`src/source/soc_bus_pkg.sv`:
```
package soc_bus_pkg;

    // bus geometry
    localparam int ADDR_W = 30;
    localparam int DATA_W = 32;
    localparam int SEL_W  = 4;

    // word address, data word and byte lanes
    typedef logic [ADDR_W-1:0] wb_addr_t;
    typedef logic [DATA_W-1:0] wb_data_t;
    typedef logic [SEL_W-1:0]  wb_sel_t;

    // memory map, split into 8 MB blocks by the top word-address bits
    localparam int BLOCK_MSB = 29;
    localparam int BLOCK_LSB = 21;

    // block 0 holds the RAM, block 1 the register block
    localparam logic [BLOCK_MSB-BLOCK_LSB:0] INFO_BLOCK = 9'd1;

    // register block offsets, word address bits 3..0
    localparam logic [3:0] INFO_OFS_ID      = 4'h0;
    localparam logic [3:0] INFO_OFS_SCRATCH = 4'h1;
    localparam logic [3:0] INFO_OFS_ERRADDR = 4'h2;
    localparam logic [3:0] INFO_OFS_POWER   = 4'h3;
    localparam logic [3:0] INFO_OFS_IRQ     = 4'h4;

    // read-only identification word
    localparam wb_data_t SOC_ID = 32'h20191028;

    // who holds the shared bus
    typedef enum logic {
        OWN_DATA,
        OWN_INST
    } owner_e;

endpackage
```
`src/source/wb_if.sv`:
```
interface wb_if;

    // request side
    logic                  cyc;
    logic                  stb;
    logic                  we;
    soc_bus_pkg::wb_addr_t addr;
    soc_bus_pkg::wb_data_t wdata;
    soc_bus_pkg::wb_sel_t  sel;

    // response side
    logic                  ack;
    logic                  err;
    logic                  stall;
    soc_bus_pkg::wb_data_t rdata;

    modport master (
        output cyc,
        output stb,
        output we,
        output addr,
        output wdata,
        output sel,
        input  ack,
        input  err,
        input  stall,
        input  rdata
    );

    // err and stall are tied low by plain memory slaves
    modport slave (
        input  cyc,
        input  stb,
        input  we,
        input  addr,
        input  wdata,
        input  sel,
        output ack,
        output err,
        output stall,
        output rdata
    );

endinterface

```
`src/source/info_regs.sv`:
```
module info_regs (
    input  logic                  i_clk,
    input  logic                  i_rst_n,
    wb_if.slave                   bus,
    input  logic                  i_err_strobe,
    input  soc_bus_pkg::wb_addr_t i_err_addr,
    output logic                  o_irq
);

    logic                  req;
    logic [3:0]            ofs;
    soc_bus_pkg::wb_data_t scratch_q;
    soc_bus_pkg::wb_addr_t err_addr_q;
    soc_bus_pkg::wb_data_t power_q;
    logic                  irq_q;

    assign req = bus.cyc && bus.stb;
    assign ofs = bus.addr[3:0];

    // never waits, never faults
    assign bus.stall = 1'b0;
    assign bus.err   = 1'b0;

    always_ff @(posedge i_clk or negedge i_rst_n) begin
        if (!i_rst_n) begin
            bus.ack    <= 1'b0;
            scratch_q  <= '0;
            irq_q      <= 1'b0;
            err_addr_q <= '0;
            power_q    <= '0;
        end else begin
            bus.ack <= req;
            if (req && bus.we) begin
                case (ofs)
                    soc_bus_pkg::INFO_OFS_SCRATCH: scratch_q <= bus.wdata;
                    soc_bus_pkg::INFO_OFS_IRQ:     irq_q     <= bus.wdata[0];
                    default: ;
                endcase
            end
            if (i_err_strobe) begin
                err_addr_q <= i_err_addr;
            end
            // top bit latches on the first wrap of the low 31 bits
            power_q <= {power_q[31] | (&power_q[30:0]), power_q[30:0] + 31'd1};
        end
    end

    always_ff @(posedge i_clk) begin
        if (req) begin
            case (ofs)
                soc_bus_pkg::INFO_OFS_ID:      bus.rdata <= soc_bus_pkg::SOC_ID;
                soc_bus_pkg::INFO_OFS_SCRATCH: bus.rdata <= scratch_q;
                soc_bus_pkg::INFO_OFS_ERRADDR: bus.rdata <= {err_addr_q, 2'b00};
                soc_bus_pkg::INFO_OFS_POWER:   bus.rdata <= power_q;
                soc_bus_pkg::INFO_OFS_IRQ:     bus.rdata <= {31'd0, irq_q};
                default:                       bus.rdata <= '0;
            endcase
        end
    end

    assign o_irq = irq_q;

endmodule

```
`src/flat_wrapper.sv`:
```
// flat-port wrapper written by rule: the top's interface ports become plain ports
module info_regs_flat 
  (i_clk, i_rst_n, i_err_strobe, i_err_addr, o_irq, bus_cyc, bus_stb, bus_we, bus_addr, bus_wdata, bus_sel, bus_ack, bus_err, bus_stall, bus_rdata);
  wb_if bus_i ();
  input  logic i_clk;
  input  logic i_rst_n;
  input  logic i_err_strobe;
  input  soc_bus_pkg::wb_addr_t i_err_addr;
  output logic o_irq;
  input wire logic [$bits(bus_i.cyc)-1:0] bus_cyc;
  input wire logic [$bits(bus_i.stb)-1:0] bus_stb;
  input wire logic [$bits(bus_i.we)-1:0] bus_we;
  input wire logic [$bits(bus_i.addr)-1:0] bus_addr;
  input wire logic [$bits(bus_i.wdata)-1:0] bus_wdata;
  input wire logic [$bits(bus_i.sel)-1:0] bus_sel;
  output wire logic [$bits(bus_i.ack)-1:0] bus_ack;
  output wire logic [$bits(bus_i.err)-1:0] bus_err;
  output wire logic [$bits(bus_i.stall)-1:0] bus_stall;
  output wire logic [$bits(bus_i.rdata)-1:0] bus_rdata;
  assign bus_i.cyc = bus_cyc;
  assign bus_i.stb = bus_stb;
  assign bus_i.we = bus_we;
  assign bus_i.addr = bus_addr;
  assign bus_i.wdata = bus_wdata;
  assign bus_i.sel = bus_sel;
  assign bus_ack = bus_i.ack;
  assign bus_err = bus_i.err;
  assign bus_stall = bus_i.stall;
  assign bus_rdata = bus_i.rdata;
  info_regs u_core (.i_clk(i_clk), .i_rst_n(i_rst_n), .bus(bus_i), .i_err_strobe(i_err_strobe), .i_err_addr(i_err_addr), .o_irq(o_irq));
endmodule
```
`config.mk`:
```
export PLATFORM = sky130hd
export DESIGN_NAME = info_regs_flat
export DESIGN_NICKNAME = d
export VERILOG_FILES = /design/src/source/soc_bus_pkg.sv /design/src/source/wb_if.sv /design/src/source/info_regs.sv /design/src/flat_wrapper.sv
export SDC_FILE = /design/constraint.sdc
export NUM_CORES = 1
export LEC_CHECK = 0
export ABC_CLOCK_PERIOD_IN_PS = 2200
export BUFFER_PORTS_ARGS = -buffer_cell sky130_fd_sc_hd__buf_2
export CORE_UTILIZATION = 53
export CTS_CLUSTER_SIZE = 24
export DETAILED_ROUTE_END_ITERATION = 8
export PLACE_DENSITY = 0.78
export SYNTH_ARGS = -nofsm -noshare
export SYNTH_HDL_FRONTEND = slang
export SYNTH_SLANG_ARGS = --single-unit
```
`constraint.sdc`:
```
create_clock -name i_clk -period 2.2 [get_ports i_clk]
set_input_delay 0.22 -clock i_clk [delete_from_list [all_inputs] [get_ports i_clk]]
set_output_delay 0.22 -clock i_clk [all_outputs]
set_load 0.05 [all_outputs]
```
==> results.ini <==
[synthesis]
postSynthCellCount=413
synth_cell_type_count=37
synth-edff-count=32
synth_ff_type=dfrtp_1
synthMuxAreaShare=0.189
synth_top_family_by_area=multiplexers
synth_seq_area_share=0.599
async_reset_ff_frac=0.750
synth_compound_area_frac=0.0455
synth.area.top_cells=dfrtp_1, edfxtp_1, mux2_2, a22oi_1, xor2_1
synthSimpleGateAreaFrac=0.0938
synth_area_leader_cell=dfrtp_1
synth_common_cells=dfrtp_1, mux2_2, edfxtp_1
synth_top_area_frac=0.428
synth-xor-area-share=0.0452
synthAdderAreaFrac=0.00223
synth_seq_cells=128
syn_area_um2=5620
syn_avg_cell_area_um2=13.6
yosysMostFrequentCell=dfrtp_1
ys_warn_count=0

[global_routing]
grt_max_degree=50
antenna_found_initial=0
globalRouteOverflowTotal=0
grt.total_usage=0.262
grt_pass1_vias=4324
grt_pass1_wl_um=21400

[worst_hold_path]
hold_path.class=primary input to flop

[route]
drt-total-wl_um=13100
drt_first_pass_iters=5
vias_per_cell=5.49
ant_nets=0
post_drt_wl_per_cell_um=17.7
drc=0
vias=4050
drtIter0Drc=195

[sta]
setup_tns_ns=0
slew-limit-headroom=0.235
clock.fmax_mhz=506
rsz0062_at_grt=false
worst_pin_slew_ns=1.14
layout_setup_ws_ns=0.224
clock_skew_ns=0.0133
timing.hold.ws_ns=0.0576
post-route-period-util=0.898
post-route-min-period_ns=1.98
setup_violations=0
finalMaxSlewViolations=0
hold_viol=0

[die]
start_util=0.546
die_h_um=105
ios=138
die_w_um=105
rows=37
die-area_um2=11000
core_um2=10300

[layout]
area_growth_pct=34.1
postLayoutCellArea_um2=7530
fin_util=0.733
drive_gt1_frac=0.409
diodes=0
num-nets-final=692

[clock_tree]
cts_root_buffer=clkbuf_8
cts_tree=yes
max-clock-path-buffers=2
clk_pin_slew_worst_paths_ns=0.06
cts_buffers=17
ctsHtreeMaxLevel=4
clk_latency_ns=0.53
post_cts_buffers=0
clock_sinks=128

[critical_path]
crit_buf_inv=1
critPathRequiredTime_ns=2.63
crit_fanout=11
slowest_delay_ns=0.53
crit_slowest_cell=or3_1
arrival_ns=2.41
crit_family=simple AND/OR/NAND/NOR gates
critPathLaunchType=flop
worst-setup-path-type=flop to flop
critPathCaptureType=flop
crit_chain=nand4_2 -> or3_1 -> buf_4 -> nor4_2 -> xor2_1

[placement]
pre_cts_ws_ns=0.288
port-buffer-count=105
gp_congestion=0.780
placedInstanceArea_um2=6310
dpl.hpwl_um=7700

[pwr]
leakage_uw=0.00344
peakVddDrop_mv=0.491
power-per-cell-area_nw_per_um2=807

[run_status]
status=finished, final reports clean

[run]
maxCapViolations=0

## metrics by stage
stage	total power (uW)	std cells
after floorplan	3060	414
after global placement	3240	643
after detailed placement	3260	643
after CTS	6110	738
after global routing	6300	738
final	6080	738
## worst paths after layout
path                                    startpoint                    to  depth (start not counted)  slack, ns
worst max register to register   u_core.power_q[7]    u_core.power_q[20]                          5       0.22
max in group asynchronous                  i_rst_n  u_core.err_addr_q[9]                          3       1.28
worst max-delay path             u_core.power_q[7]    u_core.power_q[20]                          5       0.22
min in group asynchronous                  i_rst_n    u_core.power_q[20]                          2       0.25
worst min-delay path                        bus_we          u_core.o_irq                          3       0.06
worst min register to register  u_core.power_q[31]    u_core.power_q[31]                          1       0.46
## power by group
part | internal [uW] | switching (uW) | leakage (uW)
clock | 1810 | 951 | 0.000287
sequential | 2600 | 78.0 | 0.00155
combinational | 316 | 322 | 0.00160
## worst reg2reg max path: cells and delay by family (launching register included)
kind / cells / cell delay (ns)
buffers and inverters: 1 / 0.25
XOR/XNOR: 1 / 0.22
flip-flops: 1 / 0.43
AND/OR/NAND/NOR: 3 / 0.99
## cell type report
cell class	instances	area, um^2
Tap cell	136	170
Sequential cell	128	3360
Inverter	5	18.8
Clock inverter	6	105
Timing Repair Buffer	181	1270
Multi-Input combinational cell	256	2120
Clock buffer	26	478
Fill cell	720	2750
## cells by family (layout without fill, tap and decap cells)
group / count (synthesis) / after routing
flops: 128 / 128
mux: 95 / 95
simple gates: 90 / 90
compound gates: 39 / 39
buf+inv: 30 / 218
xor+xnor: 29 / 29
fa+ha+maj: 1 / 1
other cells: 1 / 2
## layout by cell type (no fill, tap or decap), types with 2 or more instances in the layout
master	instances
mux2i_1	9
xnor2_1	10
nor3_4	2
and4_1	2
nor4_2	6
nor2_1	30
nand2_1	11
a22oi_1	23
and3_1	3
conb_1	2
nand4_1	4
xor2_1	19
edfxtp_1	32
clkbuf_8	4
nand3_1	14
mux2_1	2
clkinv_2	3
o21ai_0	8
nor3_1	3
dfrtp_1	96
bufinv_16	3
a21oi_1	7
dlygate4sd3_1	63
clkbuf_1	6
nor3_2	6
buf_4	13
clkbuf_16	16
mux2_2	84
buf_2	104
inv_1	5
or3_1	2
## layer usage
layer	track usage	up-vias	part of all wire
li1	-	1849	-
met1	0.294	2021	0.39
met2	0.463	144	0.54
met3	0.0599	36	0.047
met4	0.144	0	0.024
met5	0	-	0
## flip-flops by register name, summed over array words and instances, names as in the netlist
name / flops
u_core.bus.rdata: 32
u_core.power_q: 32
u_core.scratch_q: 32
u_core.err_addr_q: 30
u_core.bus.ack: 1
u_core.o_irq: 1
## timing repair
item	CTS	global route
resized for setup	0	0
hold buffers	63	0
endpoints found under the hold margin	110	0
No activity file was read; power rests on OpenSTA's default activity.
