`config.mk`:
```
export PLATFORM = sky130hd
export DESIGN_NAME = wb_pri_arbiter_flat
export DESIGN_NICKNAME = d
export VERILOG_FILES = /design/src/source/soc_bus_pkg.sv /design/src/source/wb_if.sv /design/src/source/wb_pri_arbiter.sv /design/src/flat_wrapper.sv
export SDC_FILE = /design/constraint.sdc
export NUM_CORES = 1
export LEC_CHECK = 0
export ABC_AREA = 1
export BUFFER_PORTS_ARGS = -buffer_cell sky130_fd_sc_hd__buf_2
export CORE_AREA = 3 3 121 123
export CTS_CLUSTER_DIAMETER = 30
export DETAILED_ROUTE_END_ITERATION = 12
export DIE_AREA = 0 0 124 126
export GPL_ROUTABILITY_DRIVEN = 0
export PLACE_DENSITY_LB_ADDON = 0.05
export SYNTH_ARGS = -nofsm -noshare
export SYNTH_HDL_FRONTEND = slang
export SYNTH_SLANG_ARGS = --single-unit
```
`constraint.sdc`:
```
create_clock -name i_clk -period 1.1 [get_ports i_clk]
set_clock_uncertainty 0.05 [all_clocks]
set_input_delay 0.055 -clock i_clk [delete_from_list [all_inputs] [get_ports i_clk]]
set_output_delay 0.055 -clock i_clk [all_outputs]
set_load 0.1 [all_outputs]
```
`src/source/soc_bus_pkg.sv`:
```
package soc_bus_pkg;

    // bus geometry
    localparam int ADDR_W = 30;
    localparam int DATA_W = 32;
    localparam int SEL_W  = 4;

    // word address, data word and byte lanes
    typedef logic [ADDR_W-1:0] wb_addr_t;
    typedef logic [DATA_W-1:0] wb_data_t;
    typedef logic [SEL_W-1:0]  wb_sel_t;

    // memory map, split into 8 MB blocks by the top word-address bits
    localparam int BLOCK_MSB = 29;
    localparam int BLOCK_LSB = 21;

    // block 0 holds the RAM, block 1 the register block
    localparam logic [BLOCK_MSB-BLOCK_LSB:0] INFO_BLOCK = 9'd1;

    // register block offsets, word address bits 3..0
    localparam logic [3:0] INFO_OFS_ID      = 4'h0;
    localparam logic [3:0] INFO_OFS_SCRATCH = 4'h1;
    localparam logic [3:0] INFO_OFS_ERRADDR = 4'h2;
    localparam logic [3:0] INFO_OFS_POWER   = 4'h3;
    localparam logic [3:0] INFO_OFS_IRQ     = 4'h4;

    // read-only identification word
    localparam wb_data_t SOC_ID = 32'h20191028;

    // who holds the shared bus
    typedef enum logic {
        OWN_DATA,
        OWN_INST
    } owner_e;

endpackage
```
`src/source/wb_if.sv`:
```
interface wb_if;

    // request side
    logic                  cyc;
    logic                  stb;
    logic                  we;
    soc_bus_pkg::wb_addr_t addr;
    soc_bus_pkg::wb_data_t wdata;
    soc_bus_pkg::wb_sel_t  sel;

    // response side
    logic                  ack;
    logic                  err;
    logic                  stall;
    soc_bus_pkg::wb_data_t rdata;

    modport master (
        output cyc,
        output stb,
        output we,
        output addr,
        output wdata,
        output sel,
        input  ack,
        input  err,
        input  stall,
        input  rdata
    );

    // err and stall are tied low by plain memory slaves
    modport slave (
        input  cyc,
        input  stb,
        input  we,
        input  addr,
        input  wdata,
        input  sel,
        output ack,
        output err,
        output stall,
        output rdata
    );

endinterface

```
`src/source/wb_pri_arbiter.sv`:
```
module wb_pri_arbiter (
    input  logic                  i_clk,
    input  logic                  i_rst_n,

    // data master
    input  logic                  i_df_cyc,
    input  logic                  i_df_stb,
    input  logic                  i_df_we,
    input  soc_bus_pkg::wb_addr_t i_df_addr,
    input  soc_bus_pkg::wb_data_t i_df_wdata,
    input  soc_bus_pkg::wb_sel_t  i_df_sel,
    output logic                  o_df_ack,
    output logic                  o_df_err,
    output logic                  o_df_stall,
    output soc_bus_pkg::wb_data_t o_df_rdata,

    // instruction master
    input  logic                  i_if_cyc,
    input  logic                  i_if_stb,
    input  logic                  i_if_we,
    input  soc_bus_pkg::wb_addr_t i_if_addr,
    input  soc_bus_pkg::wb_data_t i_if_wdata,
    input  soc_bus_pkg::wb_sel_t  i_if_sel,
    output logic                  o_if_ack,
    output logic                  o_if_err,
    output logic                  o_if_stall,
    output soc_bus_pkg::wb_data_t o_if_rdata,

    // merged bus toward the decoder
    wb_if.master                  mbus
);

    soc_bus_pkg::owner_e owner_q;
    soc_bus_pkg::owner_e grant;
    logic                owner_cyc;
    logic                df_owns;

    assign owner_cyc = (owner_q == soc_bus_pkg::OWN_DATA) ? i_df_cyc : i_if_cyc;

    // ownership only moves once the current owner has let go of cyc
    always_comb begin
        grant = owner_q;
        if (!owner_cyc) begin
            if (i_df_cyc) begin
                grant = soc_bus_pkg::OWN_DATA;
            end else if (i_if_cyc) begin
                grant = soc_bus_pkg::OWN_INST;
            end
        end
    end

    always_ff @(posedge i_clk or negedge i_rst_n) begin
        if (!i_rst_n) begin
            owner_q <= soc_bus_pkg::OWN_DATA;
        end else begin
            owner_q <= grant;
        end
    end

    assign df_owns = (grant == soc_bus_pkg::OWN_DATA);

    // request mux, the loser's strobe never reaches the bus
    assign mbus.cyc   = df_owns ? i_df_cyc   : i_if_cyc;
    assign mbus.stb   = df_owns ? i_df_stb   : i_if_stb;
    assign mbus.we    = df_owns ? i_df_we    : i_if_we;
    assign mbus.addr  = df_owns ? i_df_addr  : i_if_addr;
    assign mbus.wdata = df_owns ? i_df_wdata : i_if_wdata;
    assign mbus.sel   = df_owns ? i_df_sel   : i_if_sel;

    // responses back to whoever owns the bus
    assign o_df_ack   = df_owns && mbus.ack;
    assign o_df_err   = df_owns && mbus.err;
    assign o_if_ack   = !df_owns && mbus.ack;
    assign o_if_err   = !df_owns && mbus.err;

    // the waiting master is held off
    assign o_df_stall = !df_owns || mbus.stall;
    assign o_if_stall = df_owns || mbus.stall;

    assign o_df_rdata = mbus.rdata;
    assign o_if_rdata = mbus.rdata;

endmodule

```
`src/flat_wrapper.sv`:
```
// flat-port wrapper written by rule: the top's interface ports become plain ports
module wb_pri_arbiter_flat 
  (i_clk, i_rst_n, i_df_cyc, i_df_stb, i_df_we, i_df_addr, i_df_wdata, i_df_sel, o_df_ack, o_df_err, o_df_stall, o_df_rdata, i_if_cyc, i_if_stb, i_if_we, i_if_addr, i_if_wdata, i_if_sel, o_if_ack, o_if_err, o_if_stall, o_if_rdata, mbus_cyc, mbus_stb, mbus_we, mbus_addr, mbus_wdata, mbus_sel, mbus_ack, mbus_err, mbus_stall, mbus_rdata);
  wb_if mbus_i ();
  input  logic i_clk;
  input  logic i_rst_n;
  input  logic i_df_cyc;
  input  logic i_df_stb;
  input  logic i_df_we;
  input  soc_bus_pkg::wb_addr_t i_df_addr;
  input  soc_bus_pkg::wb_data_t i_df_wdata;
  input  soc_bus_pkg::wb_sel_t i_df_sel;
  output logic o_df_ack;
  output logic o_df_err;
  output logic o_df_stall;
  output soc_bus_pkg::wb_data_t o_df_rdata;
  input  logic i_if_cyc;
  input  logic i_if_stb;
  input  logic i_if_we;
  input  soc_bus_pkg::wb_addr_t i_if_addr;
  input  soc_bus_pkg::wb_data_t i_if_wdata;
  input  soc_bus_pkg::wb_sel_t i_if_sel;
  output logic o_if_ack;
  output logic o_if_err;
  output logic o_if_stall;
  output soc_bus_pkg::wb_data_t o_if_rdata;
  output wire logic [$bits(mbus_i.cyc)-1:0] mbus_cyc;
  output wire logic [$bits(mbus_i.stb)-1:0] mbus_stb;
  output wire logic [$bits(mbus_i.we)-1:0] mbus_we;
  output wire logic [$bits(mbus_i.addr)-1:0] mbus_addr;
  output wire logic [$bits(mbus_i.wdata)-1:0] mbus_wdata;
  output wire logic [$bits(mbus_i.sel)-1:0] mbus_sel;
  input wire logic [$bits(mbus_i.ack)-1:0] mbus_ack;
  input wire logic [$bits(mbus_i.err)-1:0] mbus_err;
  input wire logic [$bits(mbus_i.stall)-1:0] mbus_stall;
  input wire logic [$bits(mbus_i.rdata)-1:0] mbus_rdata;
  assign mbus_cyc = mbus_i.cyc;
  assign mbus_stb = mbus_i.stb;
  assign mbus_we = mbus_i.we;
  assign mbus_addr = mbus_i.addr;
  assign mbus_wdata = mbus_i.wdata;
  assign mbus_sel = mbus_i.sel;
  assign mbus_i.ack = mbus_ack;
  assign mbus_i.err = mbus_err;
  assign mbus_i.stall = mbus_stall;
  assign mbus_i.rdata = mbus_rdata;
  wb_pri_arbiter u_core (.i_clk(i_clk), .i_rst_n(i_rst_n), .i_df_cyc(i_df_cyc), .i_df_stb(i_df_stb), .i_df_we(i_df_we), .i_df_addr(i_df_addr), .i_df_wdata(i_df_wdata), .i_df_sel(i_df_sel), .o_df_ack(o_df_ack), .o_df_err(o_df_err), .o_df_stall(o_df_stall), .o_df_rdata(o_df_rdata), .i_if_cyc(i_if_cyc), .i_if_stb(i_if_stb), .i_if_we(i_if_we), .i_if_addr(i_if_addr), .i_if_wdata(i_if_wdata), .i_if_sel(i_if_sel), .o_if_ack(o_if_ack), .o_if_err(o_if_err), .o_if_stall(o_if_stall), .o_if_rdata(o_if_rdata), .mbus(mbus_i));
endmodule
```
==> summary.txt <==
Global routing
  • GR Util All Layers: 10.30%
  • Total grt overflow: 0
  • First-pass GRT wire length: 13.25 mm
  • Antenna violations before repair: 1
  • Number of global-route vias before repair: 2,553
  • Largest net degree at the start of global routing: 35

Yosys
  • Synth area leader: nand2_1
  • Mapped cell area: 1700 µm²
  • Top cells by area, synth: nand2_1, buf_4, nand3_1
  • Net count after synthesis: 482
  • Post-synth top area share: 30.68%
  • Register area share after synthesis: 1.472%
  • Distinct cells, synth: 14
  • Synth Register Bits: 1
  • Mapped Avg Cell Area: 5.539 µm²
  • Cells after Synth: 307
  • Ys Warns: 0

Setup path
  • Crit end category: output pin
  • WP data required: 1.00 ns
  • Worst Setup Start Kind: flip-flop
  • R2R depth: 6
  • Crit Reg-Reg Endpoint: u_core.owner_q$_DFF_PN0_
  • RR Startpoint: u_core.owner_q$_DFF_PN0_
  • Max Fanout on Critical Path: 7
  • Crit path arrival time: 1.32 ns
  • Setup CP Type: reg2out
  • R2r setup slk: -0.16 ns

Cells and area
  • Register area: 25.02 µm²
  • Area delta synth->final: 228.8%
  • Share of layout cells above drive strength 1: 89.53%
  • Max reg flops: 1
  • Highest-count cells in the layout ignoring fill and taps: buf_2, buf_12, nand2_8
  • Top Registers: u_core.owner_q x1
  • Largest Register: u_core.owner_q
  • Most common cell after layout, fill and taps aside: buf_2
  • FILL cells: 1,378
  • Multi-input combinational cell area: 2589 µm²
  • Fin cells: 649
  • Nets: 645

Power
  • Max IR drop VDD: 0.0005587 V
  • PwrDens: 1112 nW/µm²
  • P_leak: 2.474 nW

Clocking
  • Reg clk slew, reported paths: 0 ns
  • Clk_lat worst skew: 0 ns

Timing
  • Peak Freq: 703.4 MHz
  • Worst Hold Slack: 0.06006 ns
  • Final hold violations: 0
  • Final period util: 129.2%
  • PnR worst setup slack: -0.3216 ns
  • Max Slew Vio Count: 0
  • RSZ-0062 raised after global routing: yes
  • Final Setup Violations: 75
  • Max transition margin: 85.47%
  • Min Tclk post-route: 1.422 ns
  • Worst slew pin tran: 0.2173 ns

Placement
  • Final HPWL DP: 7.683 mm
  • DP Worst Slack: -0.3947 ns
  • Placed Instances: 633
  • Port bufs: 217

Status
  • Outcome: finished with violations
  • Violated checks: setup timing

Hold path
  • HP Start: mbus_rdata[4]
  • Hold Crit Depth: 0
  • Worst Hold Class: in2out
  • Hold path endpoint: o_df_rdata[4]

Die
  • I/O pins: 314
  • Die Wd: 124 µm
  • Row count: 43
  • Core ar.: 13,770 µm²
  • Die Area: 15,620 µm²
  • Initial Util: 12.35%
  • Die H: 126 µm

Routing
  • DR vias/cell: 3.975
  • Via count: 2,580
  • Routed Antenna Nets: 0
  • Initial detailed-routing violation count: 68
  • DRT Pass-1 Iters: 4
  • DRC Markers: 0
  • WL/cell: 15.86 µm
  • Drt total wl: 10.29 mm

Run
  • Max-cap violations: 0
==> report_power, final <==
part / total (W) / internal, W / switching, W
sequential: 0.0000448 / 0.0000413 / 0.00000351
clock: 0.000000000122 / 0.000000000122 / 0
combinational: 0.00618 / 0.00228 / 0.00389
==> worst max path at each step <==
stage | end | from | slack (ns) | depth (start not counted)
floorplan | o_if_ack | u_core.owner_q$_DFF_PN0_ | -0.23 | 5
global placement | mbus_wdata[24] | u_core.owner_q$_DFF_PN0_ | -0.37 | 6
detailed placement | mbus_wdata[0] | u_core.owner_q$_DFF_PN0_ | -0.39 | 6
CTS | mbus_wdata[7] | u_core.owner_q$_DFF_PN0_ | -0.35 | 7
global route | mbus_wdata[0] | u_core.owner_q$_DFF_PN0_ | -0.38 | 6
finish | mbus_sel[1] | u_core.owner_q$_DFF_PN0_ | -0.32 | 7
==> cell usage after synthesis <==
library cell and count:
inv_1 5, nand3_2 20, buf_4 68, nor2_1 4, buf_8 2, nand3_1 48
buf_6 4, nand2_4 2, or2_1 1, nand2_1 139, buf_2 11, nand2_2 1
inv_2 1, dfrtp_1 1
==> stage by stage <==
| stage | instance area [µm²] | setup TNS [ns] | utilization (%) | power [W] |
|---|---|---|---|---|
| CTS | 4942 | -22.24 | 35.88 | 0.005828 |
| detailed placement | 4860 | -23.34 | 35.28 | 0.005773 |
| floorplan | 2889 | -8.439 | - | 0.004941 |
| global route | 5592 | -25.37 | 40.60 | 0.006447 |
| global placement | 4860 | -23.21 | 35.28 | 0.005753 |
| finish | 5592 | -20.59 | 40.60 | 0.006221 |
==> final cells by class <==
| cell class | count | share of cell area, % |
|---|---|---|
| multi-input combinational | 216 | 46.30 |
| timing repair buffer | 245 | 48.69 |
| inverter | 6 | 0.4923 |
| antenna | 1 | 0.04475 |
| sequential | 1 | 0.4475 |
| tap | 180 | 4.028 |
==> metal layers <==
layer | vias up | track usage (%) | wire length, µm | part of all wire (%)
met5 | - | 0 | 0 | 0
met4 | 0 | 0.4510 | 34 | 0.33
met3 | 2 | 4.490 | 1209 | 12
met2 | 153 | 18.52 | 5489 | 53
met1 | 1198 | 11.80 | 3556 | 35
li1 | 1227 | - | - | -
==> worst max-delay path, cell delays in order (launching register included) <==
cell	delay, ns
dfrtp_1	0.38
nand2_2	0.12
nand2_8	0.10
nand2_8	0.14
clkbuf_16	0.19
nand2_1	0.13
nand2_8	0.09
buf_12	0.17
==> cell families (layout without fill, tap and decap cells) <==
family	Yosys count	count (layout)	share of synthesized area, %
and+or+nand+nor	215	216	59.53
buffers and inverters	91	251	39.00
DFF	1	1	1.471
other	0	1	0
==> timing repair <==
action	in CTS	in global routing
gates cloned	0	11
hold endpoints to repair	1	0
hold buffers	1	0
gates resized for setup	27	72
buffers inserted	0	3
pin swaps	0	4
endpoints found under the setup margin	75	75
(Power assumes the default switching activity.)
