`src/source/soc_bus_pkg.sv`:
```
package soc_bus_pkg;

    // bus geometry
    localparam int ADDR_W = 30;
    localparam int DATA_W = 32;
    localparam int SEL_W  = 4;

    // word address, data word and byte lanes
    typedef logic [ADDR_W-1:0] wb_addr_t;
    typedef logic [DATA_W-1:0] wb_data_t;
    typedef logic [SEL_W-1:0]  wb_sel_t;

    // memory map, split into 8 MB blocks by the top word-address bits
    localparam int BLOCK_MSB = 29;
    localparam int BLOCK_LSB = 21;

    // block 0 holds the RAM, block 1 the register block
    localparam logic [BLOCK_MSB-BLOCK_LSB:0] INFO_BLOCK = 9'd1;

    // register block offsets, word address bits 3..0
    localparam logic [3:0] INFO_OFS_ID      = 4'h0;
    localparam logic [3:0] INFO_OFS_SCRATCH = 4'h1;
    localparam logic [3:0] INFO_OFS_ERRADDR = 4'h2;
    localparam logic [3:0] INFO_OFS_POWER   = 4'h3;
    localparam logic [3:0] INFO_OFS_IRQ     = 4'h4;

    // read-only identification word
    localparam wb_data_t SOC_ID = 32'h20191028;

    // who holds the shared bus
    typedef enum logic {
        OWN_DATA,
        OWN_INST
    } owner_e;

endpackage
```
`src/source/wb_if.sv`:
```
interface wb_if;

    // request side
    logic                  cyc;
    logic                  stb;
    logic                  we;
    soc_bus_pkg::wb_addr_t addr;
    soc_bus_pkg::wb_data_t wdata;
    soc_bus_pkg::wb_sel_t  sel;

    // response side
    logic                  ack;
    logic                  err;
    logic                  stall;
    soc_bus_pkg::wb_data_t rdata;

    modport master (
        output cyc,
        output stb,
        output we,
        output addr,
        output wdata,
        output sel,
        input  ack,
        input  err,
        input  stall,
        input  rdata
    );

    // err and stall are tied low by plain memory slaves
    modport slave (
        input  cyc,
        input  stb,
        input  we,
        input  addr,
        input  wdata,
        input  sel,
        output ack,
        output err,
        output stall,
        output rdata
    );

endinterface

```
`src/source/bus_decoder.sv`:
```
module bus_decoder #(
    parameter int RAM_AW = 10
) (
    input  logic                  i_clk,
    input  logic                  i_rst_n,
    wb_if.slave                   mbus,
    wb_if.master                  ram_bus,
    wb_if.master                  info_bus,
    output logic                  o_err_strobe,
    output soc_bus_pkg::wb_addr_t o_err_addr
);

    logic ram_sel;
    logic info_sel;
    logic none_sel;
    logic accept;
    logic err_dly_q;

    // block 0 low words hold the RAM, everything above its size is a hole
    assign ram_sel  = (mbus.addr[soc_bus_pkg::ADDR_W-1:RAM_AW] == '0);
    assign info_sel = (mbus.addr[soc_bus_pkg::BLOCK_MSB:soc_bus_pkg::BLOCK_LSB]
                       == soc_bus_pkg::INFO_BLOCK);
    assign none_sel = !ram_sel && !info_sel;

    // only the addressed slave may hold the master off
    assign mbus.stall = (ram_sel && ram_bus.stall) || (info_sel && info_bus.stall);
    assign accept     = mbus.stb && !mbus.stall;

    // RAM port
    assign ram_bus.cyc   = mbus.cyc;
    assign ram_bus.stb   = mbus.stb && ram_sel;
    assign ram_bus.we    = mbus.we;
    assign ram_bus.addr  = mbus.addr;
    assign ram_bus.wdata = mbus.wdata;
    assign ram_bus.sel   = mbus.sel;

    // register block port
    assign info_bus.cyc   = mbus.cyc;
    assign info_bus.stb   = mbus.stb && info_sel;
    assign info_bus.we    = mbus.we;
    assign info_bus.addr  = mbus.addr;
    assign info_bus.wdata = mbus.wdata;
    assign info_bus.sel   = mbus.sel;

    // error capture sees the failed address on the accepting edge
    assign o_err_strobe = accept && none_sel;
    assign o_err_addr   = mbus.addr;

    // unmapped error waits one stage so it lines up with slave acks
    always_ff @(posedge i_clk or negedge i_rst_n) begin
        if (!i_rst_n) begin
            err_dly_q <= 1'b0;
        end else begin
            err_dly_q <= o_err_strobe;
        end
    end

    always_ff @(posedge i_clk or negedge i_rst_n) begin
        if (!i_rst_n) begin
            mbus.ack <= 1'b0;
            mbus.err <= 1'b0;
        end else begin
            mbus.ack <= ram_bus.ack || info_bus.ack;
            mbus.err <= err_dly_q || ram_bus.err || info_bus.err;
        end
    end

    // return data from whichever slave answered
    always_ff @(posedge i_clk) begin
        if (ram_bus.ack) begin
            mbus.rdata <= ram_bus.rdata;
        end else if (info_bus.ack) begin
            mbus.rdata <= info_bus.rdata;
        end
    end

endmodule

```
`src/flat_wrapper.sv`:
```
// flat-port wrapper written by rule: the top's interface ports become plain ports
module bus_decoder_flat 
#(
    parameter int RAM_AW = 10
)
  (i_clk, i_rst_n, o_err_strobe, o_err_addr, mbus_cyc, mbus_stb, mbus_we, mbus_addr, mbus_wdata, mbus_sel, mbus_ack, mbus_err, mbus_stall, mbus_rdata, ram_bus_cyc, ram_bus_stb, ram_bus_we, ram_bus_addr, ram_bus_wdata, ram_bus_sel, ram_bus_ack, ram_bus_err, ram_bus_stall, ram_bus_rdata, info_bus_cyc, info_bus_stb, info_bus_we, info_bus_addr, info_bus_wdata, info_bus_sel, info_bus_ack, info_bus_err, info_bus_stall, info_bus_rdata);
  wb_if mbus_i ();
  wb_if ram_bus_i ();
  wb_if info_bus_i ();
  input  logic i_clk;
  input  logic i_rst_n;
  output logic o_err_strobe;
  output soc_bus_pkg::wb_addr_t o_err_addr;
  input wire logic [$bits(mbus_i.cyc)-1:0] mbus_cyc;
  input wire logic [$bits(mbus_i.stb)-1:0] mbus_stb;
  input wire logic [$bits(mbus_i.we)-1:0] mbus_we;
  input wire logic [$bits(mbus_i.addr)-1:0] mbus_addr;
  input wire logic [$bits(mbus_i.wdata)-1:0] mbus_wdata;
  input wire logic [$bits(mbus_i.sel)-1:0] mbus_sel;
  output wire logic [$bits(mbus_i.ack)-1:0] mbus_ack;
  output wire logic [$bits(mbus_i.err)-1:0] mbus_err;
  output wire logic [$bits(mbus_i.stall)-1:0] mbus_stall;
  output wire logic [$bits(mbus_i.rdata)-1:0] mbus_rdata;
  output wire logic [$bits(ram_bus_i.cyc)-1:0] ram_bus_cyc;
  output wire logic [$bits(ram_bus_i.stb)-1:0] ram_bus_stb;
  output wire logic [$bits(ram_bus_i.we)-1:0] ram_bus_we;
  output wire logic [$bits(ram_bus_i.addr)-1:0] ram_bus_addr;
  output wire logic [$bits(ram_bus_i.wdata)-1:0] ram_bus_wdata;
  output wire logic [$bits(ram_bus_i.sel)-1:0] ram_bus_sel;
  input wire logic [$bits(ram_bus_i.ack)-1:0] ram_bus_ack;
  input wire logic [$bits(ram_bus_i.err)-1:0] ram_bus_err;
  input wire logic [$bits(ram_bus_i.stall)-1:0] ram_bus_stall;
  input wire logic [$bits(ram_bus_i.rdata)-1:0] ram_bus_rdata;
  output wire logic [$bits(info_bus_i.cyc)-1:0] info_bus_cyc;
  output wire logic [$bits(info_bus_i.stb)-1:0] info_bus_stb;
  output wire logic [$bits(info_bus_i.we)-1:0] info_bus_we;
  output wire logic [$bits(info_bus_i.addr)-1:0] info_bus_addr;
  output wire logic [$bits(info_bus_i.wdata)-1:0] info_bus_wdata;
  output wire logic [$bits(info_bus_i.sel)-1:0] info_bus_sel;
  input wire logic [$bits(info_bus_i.ack)-1:0] info_bus_ack;
  input wire logic [$bits(info_bus_i.err)-1:0] info_bus_err;
  input wire logic [$bits(info_bus_i.stall)-1:0] info_bus_stall;
  input wire logic [$bits(info_bus_i.rdata)-1:0] info_bus_rdata;
  assign mbus_i.cyc = mbus_cyc;
  assign mbus_i.stb = mbus_stb;
  assign mbus_i.we = mbus_we;
  assign mbus_i.addr = mbus_addr;
  assign mbus_i.wdata = mbus_wdata;
  assign mbus_i.sel = mbus_sel;
  assign mbus_ack = mbus_i.ack;
  assign mbus_err = mbus_i.err;
  assign mbus_stall = mbus_i.stall;
  assign mbus_rdata = mbus_i.rdata;
  assign ram_bus_cyc = ram_bus_i.cyc;
  assign ram_bus_stb = ram_bus_i.stb;
  assign ram_bus_we = ram_bus_i.we;
  assign ram_bus_addr = ram_bus_i.addr;
  assign ram_bus_wdata = ram_bus_i.wdata;
  assign ram_bus_sel = ram_bus_i.sel;
  assign ram_bus_i.ack = ram_bus_ack;
  assign ram_bus_i.err = ram_bus_err;
  assign ram_bus_i.stall = ram_bus_stall;
  assign ram_bus_i.rdata = ram_bus_rdata;
  assign info_bus_cyc = info_bus_i.cyc;
  assign info_bus_stb = info_bus_i.stb;
  assign info_bus_we = info_bus_i.we;
  assign info_bus_addr = info_bus_i.addr;
  assign info_bus_wdata = info_bus_i.wdata;
  assign info_bus_sel = info_bus_i.sel;
  assign info_bus_i.ack = info_bus_ack;
  assign info_bus_i.err = info_bus_err;
  assign info_bus_i.stall = info_bus_stall;
  assign info_bus_i.rdata = info_bus_rdata;
  bus_decoder #(.RAM_AW(RAM_AW)) u_core (.i_clk(i_clk), .i_rst_n(i_rst_n), .mbus(mbus_i), .ram_bus(ram_bus_i), .info_bus(info_bus_i), .o_err_strobe(o_err_strobe), .o_err_addr(o_err_addr));
endmodule
```
`config.mk`:
```
export PLATFORM = sky130hd
export DESIGN_NAME = bus_decoder_flat
export DESIGN_NICKNAME = d
export VERILOG_FILES = /design/src/source/soc_bus_pkg.sv /design/src/source/wb_if.sv /design/src/source/bus_decoder.sv /design/src/flat_wrapper.sv
export SDC_FILE = /design/constraint.sdc
export NUM_CORES = 1
export LEC_CHECK = 0
export ABC_AREA = 0
export BUFFER_PORTS_ARGS = -buffer_cell sky130_fd_sc_hd__buf_4
export CAP_MARGIN = 20
export CELL_PAD_IN_SITES_DETAIL_PLACEMENT = 1
export CELL_PAD_IN_SITES_GLOBAL_PLACEMENT = 1
export CORE_AREA = 2 2 132 134
export CTS_CLUSTER_SIZE = 40
export DETAILED_ROUTE_END_ITERATION = 12
export DIE_AREA = 0 0 134 136
export PLACE_DENSITY_LB_ADDON = 0.1
export SYNTH_ARGS = -nofsm -noshare
export SYNTH_HDL_FRONTEND = slang
export SYNTH_SLANG_ARGS = --single-unit
```
`constraint.sdc`:
```
create_clock -name i_clk -period 1.9 [get_ports i_clk]
set_input_delay 0.095 -clock i_clk [delete_from_list [all_inputs] [get_ports i_clk]]
set_output_delay 0.095 -clock i_clk [all_outputs]
set_load 0.02 [all_outputs]
```
==> results.yml <==
placement:
  pre_cts_slack_ns: 0.618
  dp.cells: 503
  io_buffers: 190
  gp_congestion: 0.657
  place_area_sq_mm: 0.00329
critical_path:
  worstPathMaxFanout: 4
  r2r_end: "u_core.mbus.err$_DFF_PN0_"
  path_cells: "buf_4 > nor4_2 > nand2_1 > nor3_1 > buf_4"
  critical_path_class: "input port to output pin"
  r2r_slack_ns: 1.09
  crit_required_ns: 1.80
  cp-start-kind: "input port"
  crit_path_start: "mbus_addr[26]"
  crit_end: "info_bus_stb"
  cp_slowest_cell: "nor4_2"
  critPathCaptureType: "output pin"
  r2r_start: "u_core.err_dly_q$_DFF_PN0_"
  cpPeakStageDelay_ns: 0.38
  rr_worst_depth: 1
  crit_arrival_ns: 1.12
  worst_path_most_repeated_cell: "buf_4"
floorplanning:
  start_util_pct: 16.8
  chipWidth_microns: 134
  die_y_microns: 136
  pin_count: 345
  dieArea_sq_mm: 0.0182
  core_area_sq_mm: 0.0169
  rows: 48
power:
  ir_drop_v: 0.000299
  leakage_uw: 0.00153
  powerDensity_mw_per_mm2: 746
clock_network:
  clock_sinks: 35
  cts_tree: "yes"
  cts_made_buffers: 5
  clockBufferDepth: 2
  root_buffer: "clkbuf_16"
  cts_max_level: 2
  cts_setup_buffers: 0
  clk_latency_ns: 0.27
  clkTransAtPathRegs_ns: 0.05
detailed_routing:
  dr.pass1.iters: 4
  num_vias: 1709
  vias_per_cell: 3.34
  ant_nets: 0
  drc: 0
  first_iter_violations: 40
  routed_wl_mm: 8.01
  post_drt_wl_per_cell_microns: 15.6
cells_and_area:
  drive_gt1_share_pct: 82.6
  instances_no_fill: 512
  final_common_cell: "buf_4"
  final_area_sq_mm: 0.00347
  diodes: 0
  layout.nets: 428
  nFillCells: 1932
  area_delta_synth_final_pct: 22.5
  final_cell_mix: "buf_4 (192), mux2_2 (32), edfxtp_1 (32)"
timing:
  slew_headroom_pct: 76.9
  layout_setup_ws_ns: 0.684
  setup_tns_ns: 0
  worst_pin_slew_ns: 0.343
  report.final.slew_viol_count: 0
  period_share_pct: 64.0
  layout_min_cycle_time_ns: 1.22
  rsz0062_at_grt: "false"
  max_freq_ghz: 0.822
  setup_viol: 0
  worst_clock_skew_ns: 0.0000141
  finalHoldViolCount: 0
  hold_ws_ns: 0.0141
synthesis:
  synth_area_sq_mm: 0.00283
  syn_nets: 396
  yosys-top-cells-area: "buf_4 (44%), edfxtp_1 (34%), mux2_2 (13%)"
  ys_warn_count: 0
  synth_area_leader_cell: "buf_4"
  synthCells: 255
  seq_area_frac_synth_pct: 36.6
  ys_types: 17
  avgSynthCellArea_sq_um: 11.1
  netlist.area_leader.share_pct: 44.1
  ys_seq_elements: 35
grt:
  grt_pass1_vias: 1891
  grt_overflow: 0
  antenna_found_initial: 0
  grt_max_degree: 28
  grt_pass1_wl_mm: 11.2
  grt_usage_pct: 8.25
run:
  drv_cap: 0
status:
  status: "complete, no violations"
min_path:
  hp-class: "input port to register"
==> layer usage <==
layer  up-vias  share of wire (%)  global-route usage, %
met3        15                 13                   4.66
met1       790                 32                   7.36
li1        745                  -                      -
met5         -                  0                      0
met4         0                2.8                   4.14
met2       159                 52                   14.9
==> power breakdown <==
| group | internal (uW) | total [uW] | switching (uW) | leakage, uW |
|---|---|---|---|---|
| Clock | 612 | 919 | 307 | 0.0000769 |
| Sequential | 935 | 957 | 21.9 | 0.000357 |
| Combinational | 358 | 708 | 350 | 0.00110 |
==> worst min-delay path by stage <==
stage	start	endpoint	slack, ns	cells past startpoint
floorplan	i_rst_n	u_core.err_dly_q$_DFF_PN0_	-0.20	0
global placement	i_rst_n	u_core.err_dly_q$_DFF_PN0_	-0.11	1
detailed placement	i_rst_n	u_core.err_dly_q$_DFF_PN0_	-0.11	1
CTS	ram_bus_err	u_core.mbus.err$_DFF_PN0_	0.003	2
global route	ram_bus_err	u_core.mbus.err$_DFF_PN0_	0.02	2
finish	ram_bus_err	u_core.mbus.err$_DFF_PN0_	0.01	2
==> timing repair <==
action	4_1_cts	5_1_grt
hold endpoints to repair	4	0
resized for setup	0	0
hold buffers	2	0
==> critical path, delay by kind of cell <==
| kind | cells | cell delay, ns |
|---|---|---|
| buffers and inverters | 2 | 0.31 |
| and+or+nand+nor | 3 | 0.72 |
==> cell families after synthesis <==
kind of cell    share of synthesized area [%]
buf+inv                                  45.7
compound gates                          0.663
mux                                      12.7
simple gates                             4.29
flops                                    36.6
==> flip-flops by register name, indices dropped and copies added (netlist names) <==
signal / count
u_core.mbus.rdata: 32
u_core.mbus.ack: 1
u_core.mbus.err: 1
u_core.err_dly_q: 1
==> Yosys cell counts <==
master      n
mux2_2     32
nand3_1     1
nand2_1     2
nor3_1      2
dfrtp_1     3
a31o_1      1
edfxtp_1   32
inv_1       2
nor4_2      3
or3_1       1
buf_4     166
or2_2       1
nand4_1     1
nor4_4      2
a21oi_1     2
buf_6       3
buf_2       1
==> through the flow <==
| step | utilization, % | total power, uW |
|---|---|---|
| after floorplan | - | 1680 |
| after global placement | 19.5 | 1700 |
| after detailed placement | 19.5 | 1700 |
| after CTS | 20.5 | 2660 |
| after global routing | 20.5 | 2710 |
| final | 20.5 | 2580 |
==> layout make-up <==
class	instances	area [sq um]	share of cell area, %
Clock buffer	6	129	3.72
Clock inverter	1	30.0	0.866
Inverter	2	7.51	0.217
Multi-Input combinational cell	48	500	14.4
Sequential cell	35	1040	29.9
Tap cell	225	282	8.12
Timing Repair Buffer	195	1480	42.7
Note: power is estimated with default switching activity, not from simulation.
